<file path="src/board_pkg.sv">
package board_pkg;

    // ----------------------------------------
    // Clock rates

    localparam int clk_mhz   = 50;                   // Board oscillator
    localparam int vga_clock = 25;                   // Pixel clock
    localparam int pixel_div = clk_mhz / vga_clock;  // System cycles per pixel

    // ----------------------------------------
    // Pin group widths

    localparam int w_key   = 4;   // Active-low push buttons
    localparam int w_sw    = 10;  // Top switch doubles as reset
    localparam int w_led   = 10;
    localparam int w_digit = 6;

    // HEX outputs carry segments a to g only, the board has no dp pin
    localparam int w_hex = 7;

endpackage

</file>
<file path="src/lab_pkg.sv">
package lab_pkg;

    // ----------------------------------------
    // Microphone

    localparam int w_mic = 24;  // INMP441 sample width

    // Serial clock is clk / (2 * sck_half), about 3.1 MHz at 50 MHz
    localparam int sck_half = 8;

    // A full frame is two channels of this many serial clocks
    localparam int slots_per_channel = 32;

    // ----------------------------------------
    // Display scan

    // Bit 7 is segment a, bit 0 is the decimal point h
    localparam int w_seg = 8;

    // One digit step per millisecond at 50 MHz
    localparam int scan_div_default = 50000;

endpackage

</file>
<file path="src/clock_enable_gen.sv">
`timescale 1ns/1ps

module clock_enable_gen
#(
    parameter int divisor = 2
)
(
    input  logic clk,
    input  logic rst,
    output logic enable
);

    // Keep at least one bit so a divisor of one still builds
    localparam int w_cnt = divisor > 1 ? $clog2(divisor) : 1;

    logic [w_cnt - 1:0] cnt;

    always_ff @(posedge clk or posedge rst)
    begin
        if (rst)
        begin
            cnt    <= '0;
            enable <= 1'b0;
        end
        else if (cnt == w_cnt'(divisor - 1))
        begin
            cnt    <= '0;
            enable <= 1'b1;  // Last count of the period
        end
        else
        begin
            cnt    <= cnt + 1'b1;
            enable <= 1'b0;
        end
    end

endmodule

</file>
<file path="src/inmp441_mic_i2s_receiver.sv">
`timescale 1ns/1ps

module inmp441_mic_i2s_receiver
(
    input  logic                          clk,
    input  logic                          rst,
    output logic                          sck,
    output logic                          ws,
    output logic                          lr,
    input  logic                          sd,
    output logic [lab_pkg::w_mic - 1:0]   sample,
    output logic                          sample_valid
);

    import lab_pkg::*;

    localparam int w_cyc  = $clog2(sck_half);
    localparam int n_slot = 2 * slots_per_channel;  // Left plus right
    localparam int w_slot = $clog2(n_slot);

    logic [w_cyc - 1:0]  cyc_cnt;
    logic [w_slot - 1:0] slot;
    logic [w_slot - 1:0] slot_next;
    logic                toggle;
    logic                sck_rise;
    logic                sck_fall;
    logic                left_bit;
    logic                capture_done;
    logic [w_mic - 1:0]  shift;

    // ----------------------------------------
    // Serial clock and word select

    assign toggle   = cyc_cnt == w_cyc'(sck_half - 1);
    assign sck_rise = toggle & ~sck;
    assign sck_fall = toggle & sck;

    assign slot_next = (slot == w_slot'(n_slot - 1)) ? '0 : slot + 1'b1;

    // Slot 0 holds the I2S one-bit delay, data starts in slot 1
    assign left_bit = sck_rise && !ws && slot != '0 && slot <= w_slot'(w_mic);

    assign lr = 1'b0;  // Mic answers in the left channel

    always_ff @(posedge clk or posedge rst)
    begin
        if (rst)
        begin
            cyc_cnt      <= '0;
            sck          <= 1'b0;
            ws           <= 1'b0;
            slot         <= '0;
            capture_done <= 1'b0;
            sample_valid <= 1'b0;
        end
        else
        begin
            cyc_cnt <= toggle ? '0 : cyc_cnt + 1'b1;

            if (toggle)
                sck <= ~sck;

            // Slot and channel advance together on the falling edge
            if (sck_fall)
            begin
                slot <= slot_next;
                ws   <= slot_next >= w_slot'(slots_per_channel);
            end

            capture_done <= left_bit && slot == w_slot'(w_mic);
            sample_valid <= capture_done;
        end
    end

    // ----------------------------------------
    // Left sample capture

    always_ff @(posedge clk)
    begin
        if (left_bit)
            shift <= {shift[w_mic - 2:0], sd};  // MSB arrives first

        if (capture_done)
            sample <= shift;
    end

endmodule

</file>
<file path="src/hex_scan_display.sv">
`timescale 1ns/1ps

module hex_scan_display
(
    input  logic                                            clk,
    input  logic                                            rst,
    input  logic                                            scan_tick,
    input  logic [board_pkg::w_key - 1:0]                   key,
    input  logic [board_pkg::w_sw - 2:0]                    sw,
    input  logic [lab_pkg::w_mic - 1:0]                     sample,
    input  logic                                            sample_valid,
    output logic [board_pkg::w_led - board_pkg::w_digit - 1:0] led,
    output logic [lab_pkg::w_seg - 1:0]                     abcdefgh,
    output logic [board_pkg::w_digit - 1:0]                 digit
);

    import board_pkg::*;
    import lab_pkg::*;

    localparam int w_idx = $clog2(w_digit);

    logic [w_mic - 1:0] mic_word;
    logic [w_mic - 1:0] word;
    logic               show_mic;
    logic               show_mic_q;
    logic [w_idx - 1:0] idx;
    logic [w_idx - 1:0] idx_next;
    logic [3:0]         nibble;
    logic [w_seg - 2:0] segs;      // a to g
    logic               dp_bit;

    always_ff @(posedge clk)
    begin
        if (sample_valid)
            mic_word <= sample;
    end

    // ----------------------------------------
    // Source select and digit step

    assign show_mic = key[0];
    assign word     = show_mic ? mic_word : w_mic'(sw);

    always_comb
    begin
        idx_next = idx;
        if (scan_tick)
            idx_next = (idx == w_idx'(w_digit - 1)) ? '0 : idx + 1'b1;
    end

    assign nibble = word[4 * idx_next +: 4];
    assign dp_bit = show_mic && idx_next == w_idx'(w_digit - 1);  // Marks mic mode

    // ----------------------------------------
    // Hex glyphs

    always_comb
    begin
        case (nibble)
            4'h0: segs = 7'b1111110;
            4'h1: segs = 7'b0110000;
            4'h2: segs = 7'b1101101;
            4'h3: segs = 7'b1111001;
            4'h4: segs = 7'b0110011;
            4'h5: segs = 7'b1011011;
            4'h6: segs = 7'b1011111;
            4'h7: segs = 7'b1110000;
            4'h8: segs = 7'b1111111;
            4'h9: segs = 7'b1111011;
            4'ha: segs = 7'b1110111;
            4'hb: segs = 7'b0011111;  // Lower case b
            4'hc: segs = 7'b1001110;
            4'hd: segs = 7'b0111101;  // Lower case d
            4'he: segs = 7'b1001111;
            default: segs = 7'b1000111;
        endcase
    end

    always_ff @(posedge clk or posedge rst)
    begin
        if (rst)
        begin
            idx        <= '0;
            digit      <= w_digit'(1);
            abcdefgh   <= '0;      // Blank until the first step
            show_mic_q <= 1'b0;
            led        <= '0;
        end
        else
        begin
            idx        <= idx_next;
            digit      <= w_digit'(1) << idx_next;
            show_mic_q <= show_mic;
            led        <= key;

            // Refresh on a step, or at once when the source flips
            if (scan_tick || show_mic != show_mic_q)
                abcdefgh <= {segs, dp_bit};
        end
    end

endmodule

</file>
<file path="src/static_hex_latch.sv">
`timescale 1ns/1ps

module static_hex_latch
(
    input  logic                             clk,
    input  logic                             rst,
    input  logic [lab_pkg::w_seg - 1:0]      abcdefgh,
    input  logic [board_pkg::w_digit - 1:0]  digit,
    output logic [board_pkg::w_hex - 1:0]    hex0,
    output logic [board_pkg::w_hex - 1:0]    hex1,
    output logic [board_pkg::w_hex - 1:0]    hex2,
    output logic [board_pkg::w_hex - 1:0]    hex3,
    output logic [board_pkg::w_hex - 1:0]    hex4,
    output logic [board_pkg::w_hex - 1:0]    hex5,
    output logic [board_pkg::w_digit - 1:0]  dp
);

    import board_pkg::*;
    import lab_pkg::*;

    logic [w_seg - 1:0] hgfedcba;
    logic [w_hex - 1:0] hex_q [w_digit];

    // Board HEX pins put segment a at bit 0
    always_comb
    begin
        for (int i = 0; i < w_seg; i++)
        begin
            hgfedcba[i] = abcdefgh[w_seg - 1 - i];
        end
    end

    // ----------------------------------------
    // Sticky digit registers

    always_ff @(posedge clk or posedge rst)
    begin
        if (rst)
        begin
            for (int n = 0; n < w_digit; n++)
            begin
                hex_q[n] <= '1;  // Segments are active low
            end
            dp <= '0;
        end
        else
        begin
            for (int n = 0; n < w_digit; n++)
            begin
                if (digit[n])
                begin
                    hex_q[n] <= ~hgfedcba[w_hex - 1:0];
                    dp[n]    <= hgfedcba[w_hex];  // h sits just above g
                end
            end
        end
    end

    assign hex0 = hex_q[0];
    assign hex1 = hex_q[1];
    assign hex2 = hex_q[2];
    assign hex3 = hex_q[3];
    assign hex4 = hex_q[4];
    assign hex5 = hex_q[5];

endmodule

</file>
<file path="src/board_specific_top.sv">
`timescale 1ns/1ps

module board_specific_top
#(
    parameter int scan_div = lab_pkg::scan_div_default
)
(
    input  logic                            CLOCK_50,
    input  logic [board_pkg::w_key - 1:0]   KEY,
    input  logic [board_pkg::w_sw - 1:0]    SW,
    output logic [board_pkg::w_led - 1:0]   LEDR,
    output logic [board_pkg::w_hex - 1:0]   HEX0,
    output logic [board_pkg::w_hex - 1:0]   HEX1,
    output logic [board_pkg::w_hex - 1:0]   HEX2,
    output logic [board_pkg::w_hex - 1:0]   HEX3,
    output logic [board_pkg::w_hex - 1:0]   HEX4,
    output logic [board_pkg::w_hex - 1:0]   HEX5,
    output logic                            VGA_CLK,
    output logic                            mic_sck,
    output logic                            mic_ws,
    output logic                            mic_lr,
    input  logic                            mic_sd
);

    import board_pkg::*;
    import lab_pkg::*;

    logic                         clk;
    logic                         rst;
    logic [w_key - 1:0]           key;
    logic [w_sw - 2:0]            sw;
    logic                         scan_tick;
    logic [w_mic - 1:0]           sample;
    logic                         sample_valid;
    logic [w_led - w_digit - 1:0] led;
    logic [w_seg - 1:0]           abcdefgh;
    logic [w_digit - 1:0]         digit;
    logic [w_digit - 1:0]         dp;

    assign clk = CLOCK_50;
    assign rst = SW[w_sw - 1];   // Top switch is the reset
    assign key = ~KEY;           // Pressed reads as one
    assign sw  = SW[w_sw - 2:0];

    // ----------------------------------------
    // Timing strobes

    clock_enable_gen #(.divisor(pixel_div)) pixel_enable
    (
        .clk    (clk),
        .rst    (rst),
        .enable (VGA_CLK)
    );

    clock_enable_gen #(.divisor(scan_div)) scan_enable
    (
        .clk    (clk),
        .rst    (rst),
        .enable (scan_tick)
    );

    // ----------------------------------------
    // Mic, scan, latch

    inmp441_mic_i2s_receiver i_mic
    (
        .clk          (clk),
        .rst          (rst),
        .sck          (mic_sck),
        .ws           (mic_ws),
        .lr           (mic_lr),
        .sd           (mic_sd),
        .sample       (sample),
        .sample_valid (sample_valid)
    );

    hex_scan_display i_display
    (
        .clk          (clk),
        .rst          (rst),
        .scan_tick    (scan_tick),
        .key          (key),
        .sw           (sw),
        .sample       (sample),
        .sample_valid (sample_valid),
        .led          (led),
        .abcdefgh     (abcdefgh),
        .digit        (digit)
    );

    static_hex_latch i_latch
    (
        .clk      (clk),
        .rst      (rst),
        .abcdefgh (abcdefgh),
        .digit    (digit),
        .hex0     (HEX0),
        .hex1     (HEX1),
        .hex2     (HEX2),
        .hex3     (HEX3),
        .hex4     (HEX4),
        .hex5     (HEX5),
        .dp       (dp)
    );

    assign LEDR = {dp, led};  // Upper six LEDs stand in for decimal points

endmodule

</file>
<file path="config.mk">
export PLATFORM = sky130hd
export DESIGN_NAME = board_specific_top
export DESIGN_NICKNAME = d
export VERILOG_FILES = /design/src/board_pkg.sv /design/src/lab_pkg.sv /design/src/clock_enable_gen.sv /design/src/inmp441_mic_i2s_receiver.sv /design/src/hex_scan_display.sv /design/src/static_hex_latch.sv /design/src/board_specific_top.sv
export SDC_FILE = /design/constraint.sdc
export NUM_CORES = 1
export LEC_CHECK = 0
export BUFFER_PORTS_ARGS = -buffer_cell sky130_fd_sc_hd__buf_2
export CORE_MARGIN = 3
export CORE_UTILIZATION = 45
export CTS_CLUSTER_SIZE = 16
export DETAILED_ROUTE_END_ITERATION = 12
export PLACE_DENSITY = 0.64
export SLEW_MARGIN = 20
export SYNTH_ARGS = -nofsm -noshare
export SYNTH_HDL_FRONTEND = slang
export SYNTH_SLANG_ARGS = --single-unit
</file>
<file path="constraint.sdc">
create_clock -name CLOCK_50 -period 4.1 [get_ports CLOCK_50]
set_input_delay 0.82 -clock CLOCK_50 [delete_from_list [all_inputs] [get_ports CLOCK_50]]
set_output_delay 0.82 -clock CLOCK_50 [all_outputs]
set_load 0.1 [all_outputs]
</file>
==> run_results.csv, run 1 <==
group,metric,value,unit
final_layout,layout_commonest_cell,"sky130_fd_sc_hd__edfxtp_1",
cts,clock_tree.buffer_depth,2,
timing,final_report_hold_violation_count,0,
cts,cts.clk_slew.worst_paths,60,ps
final_layout,drive_above_1_share,0.2907,
final_layout,final_cell_mix,"sky130_fd_sc_hd__edfxtp_1, sky130_fd_sc_hd__buf_2, sky130_fd_sc_hd__dfrtp_1",
global_routing,grt_util_all_layers,0.1503,
setup_path,critical_path.endpoint_type,"flop",
route,dr_total_vias,3856,
placed_design,dp.final_hpwl,8059,um
global_routing,antenna_found_initial,0,
setup_path,critPathLaunchType,"flop",
cts,clock_latency,420,ps
run_status,outcome,"complete, no violations",
route,drt_first_pass_iters,4,
synthesis,syn-mean-instance-area,13.80,um2
route,antenna_violating_nets_post_route,0,
synthesis,register_area_share_after_synthesis,0.6950,
floorplan,fp-row-count,44,
timing,final_period_utilization,0.7767,
cts,h-tree-depth,4,
final_layout,layout-area-overhead-vs-synth,15.92,%
global_routing,grt_start_max_net_pins,62,
synthesis,ys.warnings.count,0,
placed_design,portBuffers,70,
cts,ctsRootBufferMaster,"sky130_fd_sc_hd__clkbuf_16",
global_routing,globalRouteOverflowTotal,0,
setup_path,worst-endpoint-required,4460,ps
timing,final-setup-viol-count,0,
route,finalWirelength,11590,um
timing,tightest_slew,942.3,ps
final_layout,fin_nets,593,
cts,clock-sinks,172,
floorplan,top_level_ports,72,
synthesis,synth.ff_latch_count,172,
placed_design,globalplace.congestion,0.8025,
cts,post_cts_resize_count,0,
timing,drv_slew,0,
power_and_ir_drop,power.density,464.0,nW/um2
timing,grt_setup_unrepaired,"no",
final_layout,post-route-cell-area,7870,um2
timing,clock.fmax,0.3140,GHz
setup_path,critical_path_start_end_classification,"reg -> reg",
timing,finalSetupTns,0,ps
final_layout,n_antenna_cell,0,
power_and_ir_drop,final_power,3.651,mW
floorplan,design.die.area,16600,um2
hold_path,hold_path.class,"reg -> reg",
floorplan,die-height,128.8,um
power_and_ir_drop,cellLeakagePower,3.408,nW
global_routing,first_pass_grt_wire_length,19200,um
floorplan,core_area,14640,um2
cts,cts_made_buffers,17,
synthesis,synthesis.instances,492,
final_layout,fillCellCount,1240,
floorplan,start_util,0.4636,
placed_design,dpl_cell_area,7282,um2
power_and_ir_drop,peakVddDrop,298.0,uV
cts,cts_tree,"done",
timing,final.min_clock_period,3185,ps
route,drt-initial-drc-count,199,
placed_design,place_inst,730,
global_routing,first_global_vias,3702,
synthesis,synth_fp_nets,520,
route,viasPerCell,5.060,
synthesis,synth_edf_count,72,
route,avgRoutedWirePerCell,15.21,um
route,drc,0,
run,maxCapViolCount,0,
cts,cts_hold_repair.buffers,0,
setup_path,cp_data_arrival_time,3540,ps
synthesis,syn_area,6789,um2
timing,worst_slew_margin_relative_to_its_limit,0.3718,
floorplan,die_w,128.8,um
final_layout,fin_cells,762,
final_layout,regArea,4718,um2
final_layout,combined_area_of_the_multi_input_logic_cells,1853,um2
setup_path,cp_max_fo,15,
cts,postCtsSetupRepairBufs,0,
timing,worst_skew,8.186,ps
synthesis,synth_cell_types,59,
synthesis,synth_top_flop_cell,"sky130_fd_sc_hd__edfxtp_1",
synthesis,synthArstFlopShare,0.5814,
[sequential cells by signal, summed over array words and instances (netlist names), 4 cells and up]
register / cells
i_latch.hex5: 7
i_latch.dp: 6
i_latch.hex0: 7
i_latch.hex1: 7
i_mic.sample: 24
i_mic.shift: 24
i_latch.hex2: 7
scan_enable.cnt: 16
i_display.mic_word: 24
i_mic.slot: 6
i_display.digit: 6
i_latch.hex4: 7
i_display.led: 4
i_latch.hex3: 7
i_display.abcdefgh: 8
[critical path, cell delays in order, from the launching register on]
cell and delay (ps):
sky130_fd_sc_hd__dfrtp_1 540, sky130_fd_sc_hd__xnor2_2 660, sky130_fd_sc_hd__mux2_2 410, sky130_fd_sc_hd__a32oi_1 480, sky130_fd_sc_hd__inv_1 180, sky130_fd_sc_hd__ha_1 320, sky130_fd_sc_hd__mux2_2 260, sky130_fd_sc_hd__a21oi_1 150
sky130_fd_sc_hd__a21o_1 90
[per-stage QoR]
stage / utilization / setup slack, ps / hold WS (ps)
2_1_floorplan: - / 732.4 / 353.7
3_3_place_gp: 0.4973 / 1024 / 363.6
3_5_place_dp: 0.4973 / 936.1 / 374.8
4_1_cts: 0.5374 / 898.9 / 385.7
5_1_grt: 0.5374 / 623.5 / 403.9
6_report: 0.5374 / 915.4 / 386.7
[cell families after synthesis]
group,count (synthesis),synth area share
flip-flops,172,0.6950
AND/OR/NAND/NOR,128,0.08957
AO/OA/AOI/OAI,75,0.07557
buffers and inverters,47,0.03280
multiplexers,38,0.05879
XOR/XNOR,19,0.02562
adder cells (fa/ha/maj),12,0.02212
other,1,0.0005524
[cell usage after synthesis, types with 8 or more instances]
cell type                  instances  area [um2]
sky130_fd_sc_hd__nand3_1          10       50.05
sky130_fd_sc_hd__a21oi_1          35       175.2
sky130_fd_sc_hd__nor2_1           55       206.5
sky130_fd_sc_hd__inv_1            28       105.1
sky130_fd_sc_hd__nand2_1          19       71.32
sky130_fd_sc_hd__edfxtp_1         72        2162
sky130_fd_sc_hd__mux2i_1          26       260.3
sky130_fd_sc_hd__ha_1             12       150.1
sky130_fd_sc_hd__dfrtp_1          57        1426
sky130_fd_sc_hd__dfstp_2          43        1130
sky130_fd_sc_hd__xor2_1           13       113.9
sky130_fd_sc_hd__mux2_2            9       101.4
sky130_fd_sc_hd__clkbuf_1          8       30.03
sky130_fd_sc_hd__o21ai_0          10       50.05
sky130_fd_sc_hd__nand2b_1          8       50.05
[layout make-up]
| type | count | area share |
|---|---|---|
| Tap cell | 184 | 0.02925 |
| Timing Repair Buffer | 73 | 0.04738 |
| Clock buffer | 17 | 0.05405 |
| Multi-Input combinational cell | 273 | 0.2355 |
| Sequential cell | 172 | 0.5995 |
| Inverter | 28 | 0.01367 |
| Clock inverter | 15 | 0.02067 |
[routing by layer]
layer | part of all wire | wire length (um) | global-route usage
met1 | 0.48 | 5566 | 0.2116
met2 | 0.46 | 5301 | 0.2189
met3 | 0.043 | 503 | 0.04359
met4 | 0.019 | 220 | 0.06424
met5 | 0 | 0 | 0
[power breakdown]
group | total (mW) | internal, mW | switching (mW)
sequential | 1.85 | 1.82 | 0.0345
combinational | 0.223 | 0.0480 | 0.175
clock | 1.57 | 0.907 | 0.666
[path summary, 6_finish.rpt]
check | start | end | slack (ps) | cells after the start
max in group asynchronous | SW[9] | i_latch.hex1[1] | 2690 | 3
min in group asynchronous | SW[9] | i_mic.cyc_cnt[0] | 530 | 2
worst max register to register | scan_enable.enable | i_display.abcdefgh[6] | 920 | 8
worst min register to register | pixel_enable.cnt | pixel_enable.enable | 390 | 0
worst max-delay path | scan_enable.enable | i_display.abcdefgh[6] | 920 | 8
worst min-delay path | pixel_enable.cnt | pixel_enable.enable | 390 | 0
(Power assumes the default switching activity.)
==> run 2, diff against run 1 <==
- ABC_AREA: default -> 1
- clock period: 4.1 -> 3.2 ns (I/O delays scaled with it)
==> run 2 against run 1 <==
  * Clock skew is 0.95 ps higher
  * Design area is 2.1% higher
  * Highest routed layer unchanged
  * Fmax up 31%
  * Synthesized area is 1.7% higher
  * Sequential share of layout area is 1.2 points lower
==> run_results.csv, run 2 <==
group,metric,value,unit
cts,cts.clk_slew.worst_paths,70,ps
setup_path,path_cells,"nand2_4, inv_1, nor2_2, nand2_1, nand2_1, nand2_1, nand2_1, nand2_1, nand2_1, ha_1, nand3_1, nand3_1, nand2_1, nand2_1, nand2_1",
setup_path,worst-endpoint-required,3510,ps
timing,grt_setup_unrepaired,"no",
timing,worst_skew,9.139,ps
synthesis,synth_top_area_share,0.3133,
floorplan,design.die.area,16860,um2
setup_path,most_common_cell_type_on_the_critical_path,"sky130_fd_sc_hd__nand2_1",
setup_path,worst_path_slowest_cell,"sky130_fd_sc_hd__dfrtp_1",
synthesis,synth_largest_area_cell,"sky130_fd_sc_hd__edfxtp_1",
synthesis,synthTopCellsByArea,"sky130_fd_sc_hd__edfxtp_1, sky130_fd_sc_hd__dfrtp_1, sky130_fd_sc_hd__dfstp_2",
cts,clock-sinks,172,
floorplan,die_w,129.8,um
cts,cts_made_buffers,17,
cts,h-tree-depth,4,
synthesis,synthesis.instances,634,
placed_design,globalplace.congestion,0.8593,
global_routing,antenna_found_initial,0,
synthesis,ys.warnings.count,0,
route,dr_total_vias,4413,
timing,final.hold.worst_slack,210.9,ps
setup_path,timing.reg2reg.worst_path_depth,15,
synthesis,syn-mean-instance-area,10.89,um2
cts,cts_tree,"done",
power_and_ir_drop,peakVddDrop,366.3,uV
synthesis,synth.ff_latch_count,172,
placed_design,portBuffers,70,
global_routing,globalRouteOverflowTotal,0,
timing,finalSetupTns,0,ps
run_status,outcome,"complete, no violations",
final_layout,layout-area-overhead-vs-synth,16.41,%
setup_path,reg2reg_setup_slack,780,ps
synthesis,synthArstFlopShare,0.5814,
setup_path,critical_path.endpoint_type,"flop",
setup_path,regToRegStartpoint,"scan_enable.enable",
timing,worst_slew_margin_relative_to_its_limit,0.3663,
synthesis,synth_cell_types,39,
cts,ctsRootBufferMaster,"sky130_fd_sc_hd__clkbuf_16",
cts,postCtsSetupRepairBufs,0,
setup_path,cp_max_fo,14,
final_layout,reg_top3,"i_display.mic_word: 24 flops, i_mic.sample: 24 flops, i_mic.shift: 24 flops",
global_routing,first_global_vias,4316,
route,finalWirelength,12190,um
timing,clock.fmax,0.4126,GHz
floorplan,die-height,129.8,um
timing,final_period_utilization,0.7574,
route,avgRoutedWirePerCell,13.42,um
floorplan,top_level_ports,72,
setup_path,worst_r2r_endpoint,"i_display.abcdefgh[7]",
timing,drv_slew,0,
cts,cts_hold_repair.buffers,0,
global_routing,grt_util_all_layers,0.1558,
route,drt_first_pass_iters,5,
setup_path,critical_path_start_end_classification,"reg -> reg",
run,maxCapViolCount,0,
power_and_ir_drop,cellLeakagePower,3.629,nW
floorplan,fp-row-count,44,
timing,final_report_hold_violation_count,0,
final_layout,drive_above_1_share,0.2279,
timing,final.min_clock_period,2424,ps
hold_path,hold_path.class,"in -> async",
route,routed_metal_1_wirelength,5594,um
placed_design,dp.final_hpwl,8463,um
synthesis,synth_top_flop_cell,"sky130_fd_sc_hd__edfxtp_1",
synthesis,synth_edf_count,72,
cts,clock_tree.buffer_depth,2,
setup_path,critPathLaunchType,"flop",
synthesis,register_area_share_after_synthesis,0.6836,
route,drt-initial-drc-count,228,
route,drc,0,
timing,tightest_slew,950.6,ps
setup_path,cp_data_arrival_time,2730,ps
floorplan,core_area,14750,um2
synthesis,yosys.cell_count.top_type,"sky130_fd_sc_hd__nand2_1",
route,met2_wirelength,5726,um
synthesis,synth_fp_nets,662,
route,met3_wirelength,675,um
synthesis,syn_area,6902,um2
cts,clock_latency,420,ps
setup_path,max_stage_delay,460,ps
cts,post_cts_resize_count,0,
route,antenna_violating_nets_post_route,0,
final_layout,n_antenna_cell,0,
final_layout,final_cell_mix,"sky130_fd_sc_hd__nand2_1, sky130_fd_sc_hd__edfxtp_1, sky130_fd_sc_hd__buf_2",
timing,final-setup-viol-count,0,
power_and_ir_drop,power.density,582.0,nW/um2
floorplan,start_util,0.4678,
route,viasPerCell,4.860,
route,highest-signal-layer,"met4",
global_routing,first_pass_grt_wire_length,20690,um
final_layout,fin_nets,739,
global_routing,grt_start_max_net_pins,71,
synthesis,synth_common_cells,"sky130_fd_sc_hd__nand2_1, sky130_fd_sc_hd__edfxtp_1, sky130_fd_sc_hd__o21ai_0, sky130_fd_sc_hd__inv_1, sky130_fd_sc_hd__dfrtp_1",
final_layout,layout_commonest_cell,"sky130_fd_sc_hd__nand2_1",
==> run 2: area by class of cell <==
class,count,area [um2]
Clock buffer,18,429.2
Clock inverter,14,156.4
Tap cell,184,230.2
Inverter,65,249.0
Fill cell,1273,6720
Sequential cell,172,4718
Timing Repair Buffer,72,377.9
Multi-Input combinational cell,383,1873
==> run 2: layer usage <==
metal  GRT usage  up-vias
met4     0.05685        0
li1            -     2217
met2      0.2457       99
met1      0.2040     2075
met3     0.04994       22
met5           0        -
==> run 2: where the power goes <==
group          total [mW]  internal (mW)  leakage (nW)  switching (mW)
Clock                2.03           1.17         0.284           0.866
Sequential           2.37           2.33          1.83          0.0400
Combinational       0.273         0.0525          1.51           0.221
Total                4.68           3.55          3.63            1.13
==> run 2: worst max path at each step <==
stage,startpoint,to
6_report,scan_enable.enable,i_display.abcdefgh[7]
3_3_place_gp,KEY[0],i_display.abcdefgh[4]
2_1_floorplan,SW[9],i_display.abcdefgh[0]
5_1_grt,scan_enable.enable,i_display.abcdefgh[7]
4_1_cts,scan_enable.enable,i_display.abcdefgh[7]
3_5_place_dp,KEY[0],i_display.abcdefgh[4]
==> run 2: cells by family after synthesis <==
family | after synthesis | synth area share
other | 1 | 0.0005434
XOR/XNOR | 8 | 0.01015
AO/OA/AOI/OAI | 79 | 0.06273
AND/OR/NAND/NOR | 283 | 0.1744
adder cells (fa/ha/maj) | 12 | 0.02175
flip-flops | 172 | 0.6836
buffers and inverters | 79 | 0.04677
==> run 2: worst max-delay path, delay by kind of cell (launching register included) <==
family	cells	cell delay (ps)
simple gates	13	1560
flops	1	460
fa+ha+maj	1	210
buf+inv	1	70
==> run 2: stage by stage <==
stage / total power, mW / setup slack (ps) / area, um2 / utilization / instances
floorplan: 2.621 / 12.38 / 6907 / - / 634
global placement: 2.681 / 561.9 / 7448 / 0.5048 / 876
detailed placement: 2.686 / 504.2 / 7448 / 0.5048 / 876
CTS: 4.734 / 775.0 / 8034 / 0.5445 / 908
global route: 4.865 / 492.0 / 8034 / 0.5445 / 908
finish: 4.675 / 776.4 / 8034 / 0.5445 / 908
